**src/hdl/mem_pkg.sv**
```systemverilog
package mem_pkg;

    // ~~~~~~~~~~~~~~~~~~~~~~~~~~~~~~~~~~~~~~~~~~~~~~~~~~
    // Widths
    // ~~~~~~~~~~~~~~~~~~~~~~~~~~~~~~~~~~~~~~~~~~~~~~~~~~

    typedef logic [31:0] addr_t;    // Byte address as seen by both requesters.
    typedef logic [31:0] word_t;    // Instruction or data word.
    typedef logic [7:0]  byte_t;    // One RAM byte.

    // ~~~~~~~~~~~~~~~~~~~~~~~~~~~~~~~~~~~~~~~~~~~~~~~~~~
    // Byte engine
    // ~~~~~~~~~~~~~~~~~~~~~~~~~~~~~~~~~~~~~~~~~~~~~~~~~~

    // A word moves through the engine as IDLE, ADDR (bytes 0 to 2), LAST (byte 3)
    // and DONE, which waits for the final read byte before reporting the word.
    typedef enum logic [1:0] {
        ENG_IDLE,   // Waiting for a queued request.
        ENG_ADDR,   // Issuing bytes 0, 1 and 2.
        ENG_LAST,   // Issuing byte 3.
        ENG_DONE    // Last byte in flight.
    } engine_state_t;

endpackage
```
**src/hdl/mem_req_if.sv**
```systemverilog
`timescale 1ns/1ps

// Head entry of the request queue as seen by the byte engine.
interface mem_req_if import mem_pkg::*; ();

    logic  valid;       // Queue is not empty.
    addr_t addr;        // Word address of the head entry.
    word_t wdata;       // Store word, only meaningful when is_store is set.
    logic  is_store;
    logic  is_instr;    // Entry came from the fetch port.
    logic  pop;         // One-cycle strobe that removes the head entry.

    modport queue_side (
        output valid,
        output addr,
        output wdata,
        output is_store,
        output is_instr,
        input  pop
    );

    modport engine_side (
        input  valid,
        input  addr,
        input  wdata,
        input  is_store,
        input  is_instr,
        output pop
    );

endinterface

```
**src/hdl/mem_byte_engine.sv**
```systemverilog
`timescale 1ns/1ps

module mem_byte_engine import mem_pkg::*; (
    input  logic  clk,
    input  logic  rst_n,
    input  logic  flush,
    mem_req_if.engine_side req,
    output addr_t ram_addr,
    output logic  ram_we,
    output byte_t ram_wdata,
    input  byte_t ram_rdata,
    output logic  done,
    output logic  done_is_instr,
    output word_t done_data
);

    engine_state_t state;
    logic [1:0]    byte_cnt;

    addr_t cur_addr;
    word_t cur_wdata;
    logic  cur_store;
    logic  cur_instr;

    logic  issue;       // A byte access is being issued this cycle.
    logic  iss_vld;     // RAM port registers hold an access.
    logic  iss_last;    // That access is byte 3.
    logic  rd_vld;      // ram_rdata holds a load byte.
    logic  rd_last;     // That byte is byte 3.
    logic  finish;
    word_t rd_word;     // Load bytes shift in from the top.

    assign req.pop = (state == ENG_IDLE) && req.valid && !flush;
    assign issue   = (state == ENG_ADDR) || (state == ENG_LAST);
    assign finish  = (state == ENG_DONE) && rd_last;

    // ~~~~~~~~~~~~~~~~~~~~~~~~~~~~~~~~~~~~~~~~~~~~~~~~~~
    // State machine
    // ~~~~~~~~~~~~~~~~~~~~~~~~~~~~~~~~~~~~~~~~~~~~~~~~~~

    always_ff @(posedge clk or negedge rst_n) begin
        if (!rst_n) begin
            state    <= ENG_IDLE;
            byte_cnt <= '0;
        end else if (flush) begin
            state    <= ENG_IDLE;   // The word in progress is dropped without done.
            byte_cnt <= '0;
        end else begin
            case (state)
                ENG_IDLE: begin
                    if (req.pop) begin
                        state    <= ENG_ADDR;
                        byte_cnt <= '0;
                    end
                end
                ENG_ADDR: begin
                    byte_cnt <= byte_cnt + 2'd1;
                    if (byte_cnt == 2'd2) begin
                        state <= ENG_LAST;
                    end
                end
                ENG_LAST: begin
                    byte_cnt <= '0;
                    state    <= ENG_DONE;
                end
                ENG_DONE: begin
                    if (rd_last) begin
                        state <= ENG_IDLE;
                    end
                end
                default: state <= ENG_IDLE;
            endcase
        end
    end

    // ~~~~~~~~~~~~~~~~~~~~~~~~~~~~~~~~~~~~~~~~~~~~~~~~~~
    // RAM side and read return
    // ~~~~~~~~~~~~~~~~~~~~~~~~~~~~~~~~~~~~~~~~~~~~~~~~~~

    always_ff @(posedge clk or negedge rst_n) begin
        if (!rst_n) begin
            ram_we   <= 1'b0;
            iss_vld  <= 1'b0;
            iss_last <= 1'b0;
            rd_vld   <= 1'b0;
            rd_last  <= 1'b0;
            done     <= 1'b0;
        end else if (flush) begin
            ram_we   <= 1'b0;
            iss_vld  <= 1'b0;
            iss_last <= 1'b0;
            rd_vld   <= 1'b0;
            rd_last  <= 1'b0;
            done     <= 1'b0;
        end else begin
            ram_we   <= issue && cur_store;
            iss_vld  <= issue;
            iss_last <= (state == ENG_LAST);
            rd_vld   <= iss_vld && !ram_we;  // RAM answers a read one cycle later.
            rd_last  <= iss_last;
            done     <= finish;
        end
    end

    always_ff @(posedge clk) begin
        if (req.pop) begin
            cur_addr  <= req.addr;
            cur_wdata <= req.wdata;
            cur_store <= req.is_store;
            cur_instr <= req.is_instr;
        end
        if (issue) begin
            // Little-endian: byte n of the word lives at addr + n.
            ram_addr  <= cur_addr + addr_t'(byte_cnt);
            ram_wdata <= cur_wdata[{byte_cnt, 3'b000} +: 8];
        end
        if (rd_vld) begin
            rd_word <= {ram_rdata, rd_word[31:8]};
        end
        if (finish) begin
            done_is_instr <= cur_instr;
            done_data     <= cur_store ? cur_wdata : {ram_rdata, rd_word[31:8]};
        end
    end

    // ~~~~~~~~~~~~~~~~~~~~~~~~~~~~~~~~~~~~~~~~~~~~~~~~~~
    // Checks
    // ~~~~~~~~~~~~~~~~~~~~~~~~~~~~~~~~~~~~~~~~~~~~~~~~~~

    // A write always belongs to a data store.
    a_no_fetch_write : assert property (
        @(posedge clk) disable iff (!rst_n)
        ram_we |-> !cur_instr
    ) else $error("RAM write issued for an instruction fetch");

    a_done_one_cycle : assert property (
        @(posedge clk) disable iff (!rst_n)
        done |=> !done
    ) else $error("done stayed high for more than one cycle");

endmodule

```
**src/flat_wrapper.sv**
```systemverilog
// flat-port wrapper written by rule: the top's interface ports become plain ports
module mem_byte_engine_flat import mem_pkg::*;
  (clk, rst_n, flush, ram_addr, ram_we, ram_wdata, ram_rdata, done, done_is_instr, done_data, req_valid, req_addr, req_wdata, req_is_store, req_is_instr, req_pop);
  mem_req_if req_i ();
  input  logic clk;
  input  logic rst_n;
  input  logic flush;
  output addr_t ram_addr;
  output logic ram_we;
  output byte_t ram_wdata;
  input  byte_t ram_rdata;
  output logic done;
  output logic done_is_instr;
  output word_t done_data;
  input wire logic [$bits(req_i.valid)-1:0] req_valid;
  input wire logic [$bits(req_i.addr)-1:0] req_addr;
  input wire logic [$bits(req_i.wdata)-1:0] req_wdata;
  input wire logic [$bits(req_i.is_store)-1:0] req_is_store;
  input wire logic [$bits(req_i.is_instr)-1:0] req_is_instr;
  output wire logic [$bits(req_i.pop)-1:0] req_pop;
  assign req_i.valid = req_valid;
  assign req_i.addr = req_addr;
  assign req_i.wdata = req_wdata;
  assign req_i.is_store = req_is_store;
  assign req_i.is_instr = req_is_instr;
  assign req_pop = req_i.pop;
  mem_byte_engine u_core (.clk(clk), .rst_n(rst_n), .flush(flush), .req(req_i), .ram_addr(ram_addr), .ram_we(ram_we), .ram_wdata(ram_wdata), .ram_rdata(ram_rdata), .done(done), .done_is_instr(done_is_instr), .done_data(done_data));
endmodule
```
**config.mk**
```make
export PLATFORM = sky130hd
export DESIGN_NAME = mem_byte_engine_flat
export DESIGN_NICKNAME = d
export VERILOG_FILES = /design/src/hdl/mem_pkg.sv /design/src/hdl/mem_req_if.sv /design/src/hdl/mem_byte_engine.sv /design/src/flat_wrapper.sv
export SDC_FILE = /design/constraint.sdc
export NUM_CORES = 1
export LEC_CHECK = 0
export BUFFER_PORTS_ARGS = -buffer_cell sky130_fd_sc_hd__buf_2
export CAP_MARGIN = 40
export CELL_PAD_IN_SITES_DETAIL_PLACEMENT = 1
export CELL_PAD_IN_SITES_GLOBAL_PLACEMENT = 2
export CORE_ASPECT_RATIO = 1.25
export CORE_MARGIN = 5
export CORE_UTILIZATION = 27
export DETAILED_ROUTE_END_ITERATION = 12
export PLACE_DENSITY = 0.68
export SLEW_MARGIN = 20
export SYNTH_ARGS = -nofsm -noshare
export SYNTH_HDL_FRONTEND = slang
export SYNTH_SLANG_ARGS = --single-unit
```
**constraint.sdc**
```tcl
create_clock -name clk -period 3.75 [get_ports clk]
set_input_delay 0.1875 -clock clk [delete_from_list [all_inputs] [get_ports clk]]
set_output_delay 0.1875 -clock clk [all_outputs]
set_load 0.01 [all_outputs]
```
==> summary.txt, run 1 <==
Yosys
  • Gate Count Post-Synth: roughly 350
  • Area fraction of the dominant cell type after synthesis: 0.7384
  • Yosys cell types: 35
  • Avg Inst Size Synth: roughly 19 sq um
  • Asr flop ratio synth: 0.05780
  • Synthesized flop and latch total: 173
  • Synth warn: 0
  • Cell taking the most area after synthesis: edfxtp_1
  • Syn nets: about 440
  • Sequential fraction of the synthesis area: 0.7761
  • Synth area leaders: edfxtp_1, mux2_2, dfrtp_1, xnor2_1, mux4_2
  • Post-synth EDFFs: roughly 160
  • Mapped cell area: approximately 6600 sq um
  • Top FF cell, synth: edfxtp_1

STA
  • Clock skew: just over 10 ps
  • Worst Tran Pin Value: 792.2 ps
  • Hold Vio Cnt, Final: 0
  • Min Tclk post-route: between 2000 and 3000 ps
  • Setup-failing EPs final: 0
  • Max-slew violation count: 0
  • Unrepaired setup endpoints after global routing: no
  • Final Cycle Share: 0.7405
  • Slew HR: 0.4679
  • Final setup TNS: 0 ps
  • Max Clk Rate: 360.1 MHz

Drt
  • DR WL/cell: roughly 17 um
  • Starting DRT DRC Count: ~160
  • Final WL: 15,960 um
  • Routed Antenna Nets: 0
  • Vias per cell: 4.175
  • Vias: approximately 3,900
  • # DRC: 0
  • Pre-antenna DRT Iters: 4

Power
  • P_leak: ~3.4 nW
  • Gate power share: 0.196
  • Pwr dens: roughly 630 nW/um^2
  • Max rail drop VDD: ~0.31 mV
  • Switching share of power: 0.2862
  • Clock power share: 0.317
  • Internal power: between 0.004 and 0.005 W
  • P_sw: between 0.0015 and 0.002 W
  • Flop pwr share: 0.487

Critical path
  • CP max FO: 12
  • Critical Path RT: approximately 3900 ps
  • CP Class: reg2reg
  • Worst Setup End Kind: flop
  • Crit path DAT: 2950 ps
  • CP startpoint kind: flop

Placement
  • Port Buffers: around 150
  • Placed cell areas: about 8000 sq um
  • Final Wtd Congestion: ~0.75
  • HPWL Detailed: around 11,000 um

Final layout
  • Proportion of layout cells with a drive suffix above 1: 0.3940
  • Most common cell after layout, fill and taps aside: edfxtp_1
  • Layout area overhead: 39.18%
  • Register area: slightly above 5000 sq um
  • Most frequent cells in the layout: edfxtp_1, buf_2, dlygate4sd3_1
  • Nets: around 680
  • Layout fillers: ~2,500
  • Area occupied by multi-input gates: ~1400 sq um
  • Post-route cell area: slightly above 9000 sq um

Clock network
  • Clk pin slew, worst setup/hold paths: around 70 ps
  • Clk sinks: about 170
  • Post-CTS Resized: 0
  • Max clock buf depth: 2
  • Htree depth: 4
  • Hold-fix buffers at CTS: 75
  • CTS Buf Count: 17
  • Clock latency on the worst-skew pair: 420 ps
  • Root Buffer: clkbuf_16
  • Post-CTS Setup Inserts: 0
  • CTS tree: yes

GRT
  • Vias in the first global route: about 4,400
  • Pin count of the biggest net entering global routing: 44
  • First-pass GRT wire length: roughly 25,000 um
  • GR Util All Layers: 0.1177
  • Grt ovf: 0
  • Initial antenna violation count: 0

Floorplan
  • Initial Util: 0.2723
  • Die area: ~28,000 sq um
  • CORE AREA: 24,340 sq um
  • DIE WIDTH: 150.1 um
  • # rows: between 60 and 70
  • Number of I/O pins: 154
  • Die height: around 190 um

Status
  • Status: finished, final reports clean

Min path
  • Hold crit path type: in2reg

Job
  • Max-Cap Viols: 0
[sequential cells by signal, indices dropped and copies added, names as in the netlist]
| name | cells |
|---|---|
| u_core.done_is_instr | 1 |
| u_core.iss_last | 1 |
| u_core.iss_vld | 1 |
| u_core.ram_addr | 32 |
| u_core.ram_we | 1 |
| u_core.byte_cnt | 2 |
| u_core.cur_addr | 32 |
| u_core.state | 2 |
| u_core.done | 1 |
| u_core.rd_word | 24 |
| u_core.rd_last | 1 |
| u_core.done_data | 32 |
| u_core.cur_wdata | 32 |
| u_core.rd_vld | 1 |
| u_core.ram_wdata | 8 |
| u_core.cur_instr | 1 |
| u_core.cur_store | 1 |
[cell usage after synthesis, types with 2 or more instances]
library cell / n
ha_1: 8
and2_1: 6
dfrtp_1: 10
mux4_2: 8
clkbuf_1: 6
inv_1: 9
nand2b_1: 2
and4_1: 4
edfxtp_1: 163
buf_2: 4
nor2_1: 6
nand4b_1: 3
xor2_1: 6
xnor2_1: 24
nand2_1: 12
nor2b_1: 4
nand3_1: 12
and3_1: 7
nand4_1: 7
mux2_2: 32
[logic make-up (layout without fill, tap and decap cells)]
family	count (synthesis)	in the layout	share of synthesized area
flops	173	173	0.7761
simple gates	69	69	0.06304
mux	41	41	0.08305
xor+xnor	30	30	0.03964
buf+inv	20	276	0.01321
fa+ha+maj	9	9	0.01812
compound gates	6	6	0.006796
other cells	0	1	0
[metrics by stage]
step / power (W) / hold slack, ps / util / instances / setup WS, ps
finish: 0.005845 / 84.34 / 0.3790 / 935 / 972.9
detailed placement: 0.004017 / 68.12 / 0.3225 / 827 / 949.1
floorplan: 0.003440 / -108.1 / - / 348 / 799.4
global placement: 0.003928 / 60.90 / 0.3205 / 825 / 996.1
CTS: 0.005952 / 71.14 / 0.3789 / 934 / 893.0
global route: 0.006155 / 97.18 / 0.3789 / 934 / 707.4
[power by group through the flow]
stage | sequential, W | combinational, W | clock (W)
after floorplan | 0.00298 | 0.000456 | 0
after global placement | 0.00289 | 0.00104 | 0
after detailed placement | 0.00290 | 0.00112 | 0
after CTS | 0.00286 | 0.00118 | 0.00191
after global routing | 0.00289 | 0.00126 | 0.00201
final | 0.00284 | 0.00115 | 0.00185
[final cells by class]
type	instances	share of cell area
diodes	1	0.0002712
clock buffers	17	0.04611
clock inverters	15	0.02143
inverters	9	0.003662
multi-input cells	155	0.1526
flip-flops and latches	173	0.5576
well taps	330	0.04475
repair buffers	235	0.1736
[routing by layer]
layer	up-vias	wire [um]	GRT usage
met5	-	0	0
met4	0	235	0.03991
met3	20	1050	0.03818
met2	132	8448	0.2134
met1	1926	6229	0.1292
li1	1826	-	-
[final timing paths]
kind	end	slack (ps)	cells after the start	from
max in group asynchronous	u_core.state[1]	3380	2	rst_n
min reg2reg	u_core.done_is_instr	430	0	u_core.cur_instr
min in group asynchronous	u_core.ram_we	170	2	rst_n
min	u_core.byte_cnt[0]	80	2	flush
max	u_core.ram_addr[12]	970	6	u_core.byte_cnt[1]
max reg2reg	u_core.ram_addr[12]	970	6	u_core.byte_cnt[1]
[worst max-delay path: stages (launching register included)]
cell	delay [ps]
dfrtp_1	800
inv_1	160
fa_1	490
and4b_1	550
and2_1	270
nand4_1	130
xnor2_1	140
(Power assumes the default switching activity.)
==> run 2: changes to the inputs <==
- PLACE_DENSITY: 0.68 -> 0.66
- clock period: 3.75 -> 2.6 ns (I/O delays scaled with it)
==> summary.txt, run 2 (synthesized netlist as in run 1, its figures left out) <==
Drt
  • Pre-antenna DRT Iters: 4 (unchanged)
  • Routed Antenna Nets: 0 (unchanged)
  • # DRC: 0 (unchanged)
  • Final WL: 16,080 um (was 15,960 um)
  • Vias: 3,943 (was 3,904)
  • DR WL/cell: 17.16 um (was 17.07 um)
  • Vias per cell: 4.208 (was 4.175)
  • Starting DRT DRC Count: 123 (was 157)

Clock network
  • Clk pin slew, worst setup/hold paths: 70 ps (about the same)
  • Clock latency on the worst-skew pair: 440 ps (was 420 ps)
  • Clk sinks: 173 (unchanged)
  • Max clock buf depth: 2 (unchanged)
  • CTS Buf Count: 17 (unchanged)
  • Root Buffer: clkbuf_16 (unchanged)
  • Post-CTS Resized: 0 (unchanged)
  • CTS tree: yes (unchanged)
  • Htree depth: 4 (unchanged)

STA
  • Unrepaired setup endpoints after global routing: no (unchanged)
  • Slew HR: 0.6807 (was 0.4679)
  • Worst Tran Pin Value: 479.0 ps (was 792.2 ps)
  • Final setup TNS: 0 ps (unchanged)
  • Max Clk Rate: roughly 460 MHz
  • Setup-failing EPs final: 0 (unchanged)
  • Clock skew: 15.88 ps (was 10.06 ps)
  • Final Cycle Share: 0.8336
  • Hold Vio Cnt, Final: 0 (unchanged)
  • Max-slew violation count: 0 (unchanged)
  • Min Tclk post-route: ~2200 ps

Final layout
  • Nets: 680 (was 678)
  • Most frequent cells in the layout: edfxtp_1, buf_2, dlygate4sd3_1 (unchanged)
  • Layout area overhead: 38.73% (was 39.18%)
  • Util after Layout: 0.3778 (was 0.3790)
  • Most common cell after layout, fill and taps aside: edfxtp_1 (unchanged)
  • Proportion of layout cells with a drive suffix above 1: 0.3927 (was 0.3940)
  • Layout fillers: 2,564 (was 2,548)

Critical path
  • CP top delay family: buffers and inverters (was simple AND/OR/NAND/NOR gates)
  • CP max-delay cell: dfrtp_1 (unchanged)
  • Crit path DAT: 2040 ps (was 2950 ps)
  • Crit-path max cell delay: 410 ps (was 800 ps)
  • R2R depth: 7 (was 6)
  • Reg2reg setup slack: 580 ps (was 970 ps)
  • CP Class: reg2out (was reg2reg)
  • Worst Setup End Kind: output pin (was flop)
  • Startpoint of the worst-slack reg-to-reg timing path: u_core.byte_cnt[0] (was u_core.byte_cnt[1])
  • WP buf/inv: 3 (was 1)
  • CP max FO: 67 (was 12)
  • CP startpoint kind: flop (unchanged)
  • Total stage count of the critical path: 6 (unchanged)
  • Crit path cell chain: inv_1 > ha_1 > nand2_1 > nor2_4 > buf_12 > buf_2 (was inv_1 > fa_1 > and4b_1 > and2_1 > nand4_1 > xnor2_1)
  • Critical Path RT: 2470 ps (was 3920 ps)
  • R2r endpoint: u_core.ram_addr[26] (was u_core.ram_addr[12])

Floorplan
  • Initial Util: 0.2723 (unchanged)
  • # rows: 64 (unchanged)
  • CORE AREA: 24,340 sq um (unchanged)
  • Die height: 185.2 um (unchanged)
  • DIE WIDTH: 150.1 um (unchanged)
  • Die area: 27,800 sq um (unchanged)
  • Number of I/O pins: 154 (unchanged)

GRT
  • Vias in the first global route: 4,476 (was 4,426)
  • First-pass GRT wire length: 24,850 um (was 24,540 um)
  • GR Util All Layers: 0.1193 (was 0.1177)
  • Grt ovf: 0 (unchanged)
  • Initial antenna violation count: 1 (was 0)
  • Pin count of the biggest net entering global routing: 68 (was 44)

Power
  • P_sw: 0.002341 W (was 0.001673 W)
  • Gate power share: 0.201 (was 0.196)
  • Pwr dens: 905.2 nW/um^2 (was 633.5 nW/um^2)
  • P_leak: 3.417 nW (was 3.429 nW)
  • Clock power share: 0.310 (was 0.317)
  • Max rail drop VDD: 0.3946 mV (was 0.3133 mV)
  • Internal power: 0.005984 W (was 0.004172 W)
  • Switching share of power: 0.2812 (was 0.2862)
  • Flop pwr share: 0.489 (was 0.487)

Job
  • Max-Cap Viols: 0 (unchanged)

Min path
  • Hold crit path type: in2reg (unchanged)
  • Hold endpoint: u_core.byte_cnt[0] (unchanged)
  • Min-delay src: flush (unchanged)
  • Hold depth: 2 (unchanged)

Placement
  • Port Buffers: 153 (unchanged)
  • HPWL Detailed: 10,410 um (was 10,840 um)
  • Final Wtd Congestion: 0.7501 (was 0.7540)

Status
  • Status: finished, final reports clean (unchanged)
[run 2: area by class of cell]
cell class / instances / area (sq um) / area share
Antenna cell: 1 / 2.502 / 0.0002721
Clock buffer: 19 / 432.9 / 0.04707
Clock inverter: 13 / 152.6 / 0.01660
Inverter: 9 / 33.78 / 0.003673
Multi-Input combinational cell: 155 / 1408 / 0.1531
Sequential cell: 173 / 5145 / 0.5595
Tap cell: 330 / 412.9 / 0.04490
Timing Repair Buffer: 237 / 1609 / 0.1750
[run 2: worst reg2reg max path, cell delays in order (launching register included)]
cell      delay [ps]
dfrtp_1          360
ha_1             170
inv_1             50
fa_1             420
and4b_1          290
buf_4            180
nand4b_1         150
xnor2_1          160
[run 2: worst max-delay path by stage]
stage | start | end | slack (ps)
finish | u_core.state[0] | req_pop | 430
global route | u_core.state[0] | req_pop | 280
CTS | u_core.state[0] | req_pop | 380
detailed placement | u_core.byte_cnt[0] | u_core.ram_addr[26] | 550
global placement | u_core.byte_cnt[0] | u_core.ram_addr[12] | 630
floorplan | u_core.byte_cnt[1] | u_core.ram_addr[12] | 300
[run 2: timing repair]
item,4_1_cts,5_1_grt
hold endpoints to repair,90,0
hold buffers,75,0
endpoints found under the setup margin,0,0
buffers inserted,0,0
[run 2: per-layer routing]
metal	up-vias	routed length, um	global-route usage
met2	128	8279	0.2094
li1	1831	-	-
met5	-	0	0
met3	17	990	0.04014
met4	0	235	0.04394
met1	1967	6570	0.1346
[run 2: metrics by stage]
stage / total power, W / hold slack, ps / instance area (sq um) / instances / setup WS (ps)
global placement: 0.005734 / 5.531 / 7858 / 829 / 632.5
detailed placement: 0.005783 / 17.97 / 7858 / 829 / 552.0
CTS: 0.008512 / 8.157 / 9194 / 936 / 382.8
finish: 0.008325 / 31.59 / 9196 / 937 / 432.7
floorplan: 0.004960 / -165.6 / 6636 / 348 / 299.7
global route: 0.008789 / 27.09 / 9196 / 937 / 277.2
[run 2: power by group through the flow]
stage	sequential, W	clock [W]	combinational, W
6_report	0.00407	0.00258	0.00168
2_1_floorplan	0.00430	0	0.000662
5_1_grt	0.00413	0.00282	0.00185
3_5_place_dp	0.00414	0	0.00165
4_1_cts	0.00408	0.00269	0.00174
3_3_place_gp	0.00412	0	0.00161
==> run 3: changes to the inputs <==
- clock period: 2.6 -> 2.1 ns (I/O delays scaled with it)
==> summary.txt, run 3 (synthesized netlist as in run 1, its figures left out) <==
Status
  • Status: finished, final reports clean (unchanged)

Critical path
  • Crit-path max cell delay: 430 ps (was 410 ps)
  • WP buf/inv: 3 (unchanged)
  • CP max-delay cell: dfrtp_1 (unchanged)
  • R2R depth: 7 (unchanged)
  • Worst Setup End Kind: output pin (unchanged)
  • CP max FO: 34 (was 67)
  • CP startpoint kind: flop (unchanged)
  • Critical Path RT: 2000 ps (was 2470 ps)
  • CP top delay family: buffers and inverters (unchanged)
  • R2r endpoint: u_core.ram_addr[26] (unchanged)
  • Reg2reg setup slack: 180 ps (was 580 ps)
  • Crit path DAT: 1830 ps (was 2040 ps)
  • CP Class: reg2out (unchanged)
  • Crit path cell chain: inv_2 > ha_4 > nand2_2 > nor2_4 > clkbuf_16 > buf_2 (was inv_1 > ha_1 > nand2_1 > nor2_4 > buf_12 > buf_2)
  • Startpoint of the worst-slack reg-to-reg timing path: u_core.byte_cnt[0] (unchanged)

Placement
  • Final Wtd Congestion: 0.7492 (was 0.7501)
  • Port Buffers: 153 (unchanged)
  • Placed cell areas: 7900 sq um (was 7858 sq um)
  • HPWL Detailed: 10,790 um (was 10,410 um)

Floorplan
  • Initial Util: 0.2723 (unchanged)
  • Die area: 27,800 sq um (unchanged)
  • CORE AREA: 24,340 sq um (unchanged)
  • # rows: 64 (unchanged)
  • Die height: 185.2 um (unchanged)
  • DIE WIDTH: 150.1 um (unchanged)
  • Number of I/O pins: 154 (unchanged)

Drt
  • Routed Antenna Nets: 0 (unchanged)
  • Final WL: 16,580 um (was 16,080 um)
  • # DRC: 0 (unchanged)
  • DR WL/cell: 17.64 um (was 17.16 um)
  • Vias: 3,958 (was 3,943)
  • Vias per cell: 4.211 (was 4.208)
  • Pre-antenna DRT Iters: 4 (unchanged)
  • Starting DRT DRC Count: 110 (was 123)

Clock network
  • Post-CTS Setup Inserts: 0 (unchanged)
  • Clock latency on the worst-skew pair: 420 ps (was 440 ps)
  • Clk sinks: 173 (unchanged)
  • Max clock buf depth: 2 (unchanged)
  • CTS tree: yes (unchanged)
  • Htree depth: 4 (unchanged)
  • CTS Buf Count: 17 (unchanged)
  • Root Buffer: clkbuf_16 (unchanged)
  • Clk pin slew, worst setup/hold paths: 70 ps (about the same)

Final layout
  • Antenna diode count: 0 (was 1)
  • Post-route cell area: 9280 sq um (was 9196 sq um)
  • Layout area overhead: 40.00% (was 38.73%)
  • Most frequent cells in the layout: edfxtp_1, buf_2, dlygate4sd3_1 (unchanged)
  • Nets: 684 (was 680)
  • Most common cell after layout, fill and taps aside: edfxtp_1 (unchanged)
  • Proportion of layout cells with a drive suffix above 1: 0.4082 (was 0.3927)

Power
  • P_leak: 3.449 nW (was 3.417 nW)
  • Pwr dens: 1110 nW/um^2 (was 905.2 nW/um^2)
  • Max rail drop VDD: 0.4873 mV (was 0.3946 mV)

STA
  • Unrepaired setup endpoints after global routing: no (unchanged)
  • Hold Vio Cnt, Final: 0 (unchanged)
  • Setup-failing EPs final: 0 (unchanged)
  • Final setup TNS: 0 ps (unchanged)
  • Worst Tran Pin Value: 455.4 ps (was 479.0 ps)
  • Max-slew violation count: 0 (unchanged)
  • Max Clk Rate: 517.7 MHz
  • WHS: 79.69 ps (was 31.59 ps)
  • Final Cycle Share: 0.9199
  • Clock skew: 14.87 ps (was 15.88 ps)
  • Min Tclk post-route: a little under 2000 ps
  • Slew HR: 0.6964 (was 0.6807)

GRT
  • GRT Max-Usage Layer: met2 (unchanged)
  • Pin count of the biggest net entering global routing: 68 (unchanged)
  • GR Util All Layers: 0.1168 (was 0.1193)
  • Grt ovf: 0 (unchanged)
  • First-pass GRT wire length: 24,500 um (was 24,850 um)
  • Met2 Use GR: 0.2074 (was 0.2094)
  • Met3 Usage GRT: 0.04528 (was 0.04014)
  • Initial antenna violation count: 0 (was 1)
  • Vias in the first global route: 4,465 (was 4,476)
  • Met1 Use GR: 0.1310 (was 0.1346)

Job
  • Max-Cap Viols: 0 (unchanged)

Min path
  • Hold crit path type: in2async (was in2reg)
==> run 3: changes by cell type in the layout (fill, tap and decap cells not counted), sizes merged <==
cell / previous run / this run
buf: 162 / 164
bufinv: 2 / 0
clkbuf: 19 / 18
clkinv: 3 / 4
diode: 1 / 0
dlygate4sd3: 75 / 76
inv: 15 / 18
==> run 3: where the power goes <==
| part | internal, W | leakage [nW] | switching, W |
|---|---|---|---|
| clock | 0.00161 | 0.284 | 0.00155 |
| sequential | 0.00476 | 1.64 | 0.000286 |
| combinational | 0.000862 | 1.52 | 0.00124 |
| total | 0.00723 | 3.45 | 0.00307 |
==> run 3: layout make-up <==
class	instances	area, sq um
flip-flops and latches	173	5145
clock inverters	15	168.9
well taps	330	412.9
clock buffers	17	425.4
inverters	9	33.78
multi-input cells	155	1428
fillers	2523	15060
repair buffers	241	1667
==> run 3: how the worst max path moves through the flow <==
stage          cells past startpoint                   to                from
2_1_floorplan                      4   u_core.cur_addr[0]     u_core.state[1]
4_1_cts                            6              req_pop     u_core.state[1]
5_1_grt                            7  u_core.ram_addr[12]  u_core.byte_cnt[0]
6_report                           6              req_pop     u_core.state[1]
3_5_place_dp                       7  u_core.ram_addr[12]  u_core.byte_cnt[0]
3_3_place_gp                       7  u_core.ram_addr[12]  u_core.byte_cnt[0]
==> run 3: stage by stage <==
stage	setup slack (ps)	std cells	util	total power, W
finish	168.3	940	0.3812	0.01030
global route	58.06	940	0.3812	0.01085
CTS	55.39	939	0.3802	0.01047
detailed placement	67.37	831	0.3245	0.007165
global placement	132.8	831	0.3245	0.007101
floorplan	-31.01	348	-	0.006170
==> run 3: worst register-to-register path, delay by kind of cell (launching register included) <==
| family | cells | cell delay [ps] |
|---|---|---|
| fa+ha+maj | 2 | 530 |
| simple gates | 2 | 430 |
| flops | 1 | 350 |
| buf+inv | 2 | 220 |
| xor+xnor | 1 | 150 |
==> run 3: routing by layer <==
layer,vias up,part of all wire,wire length [um]
met5,-,0,0
met4,0,0.011,176
met1,1996,0.40,6566
li1,1837,-,-
met2,114,0.53,8711
met3,11,0.068,1124
==> run 3: timing repair <==
item	4_1_cts	5_1_grt
endpoints found under the setup margin	0	10
hold endpoints to repair	92	0
gates resized for setup	0	5
hold buffers	76	0
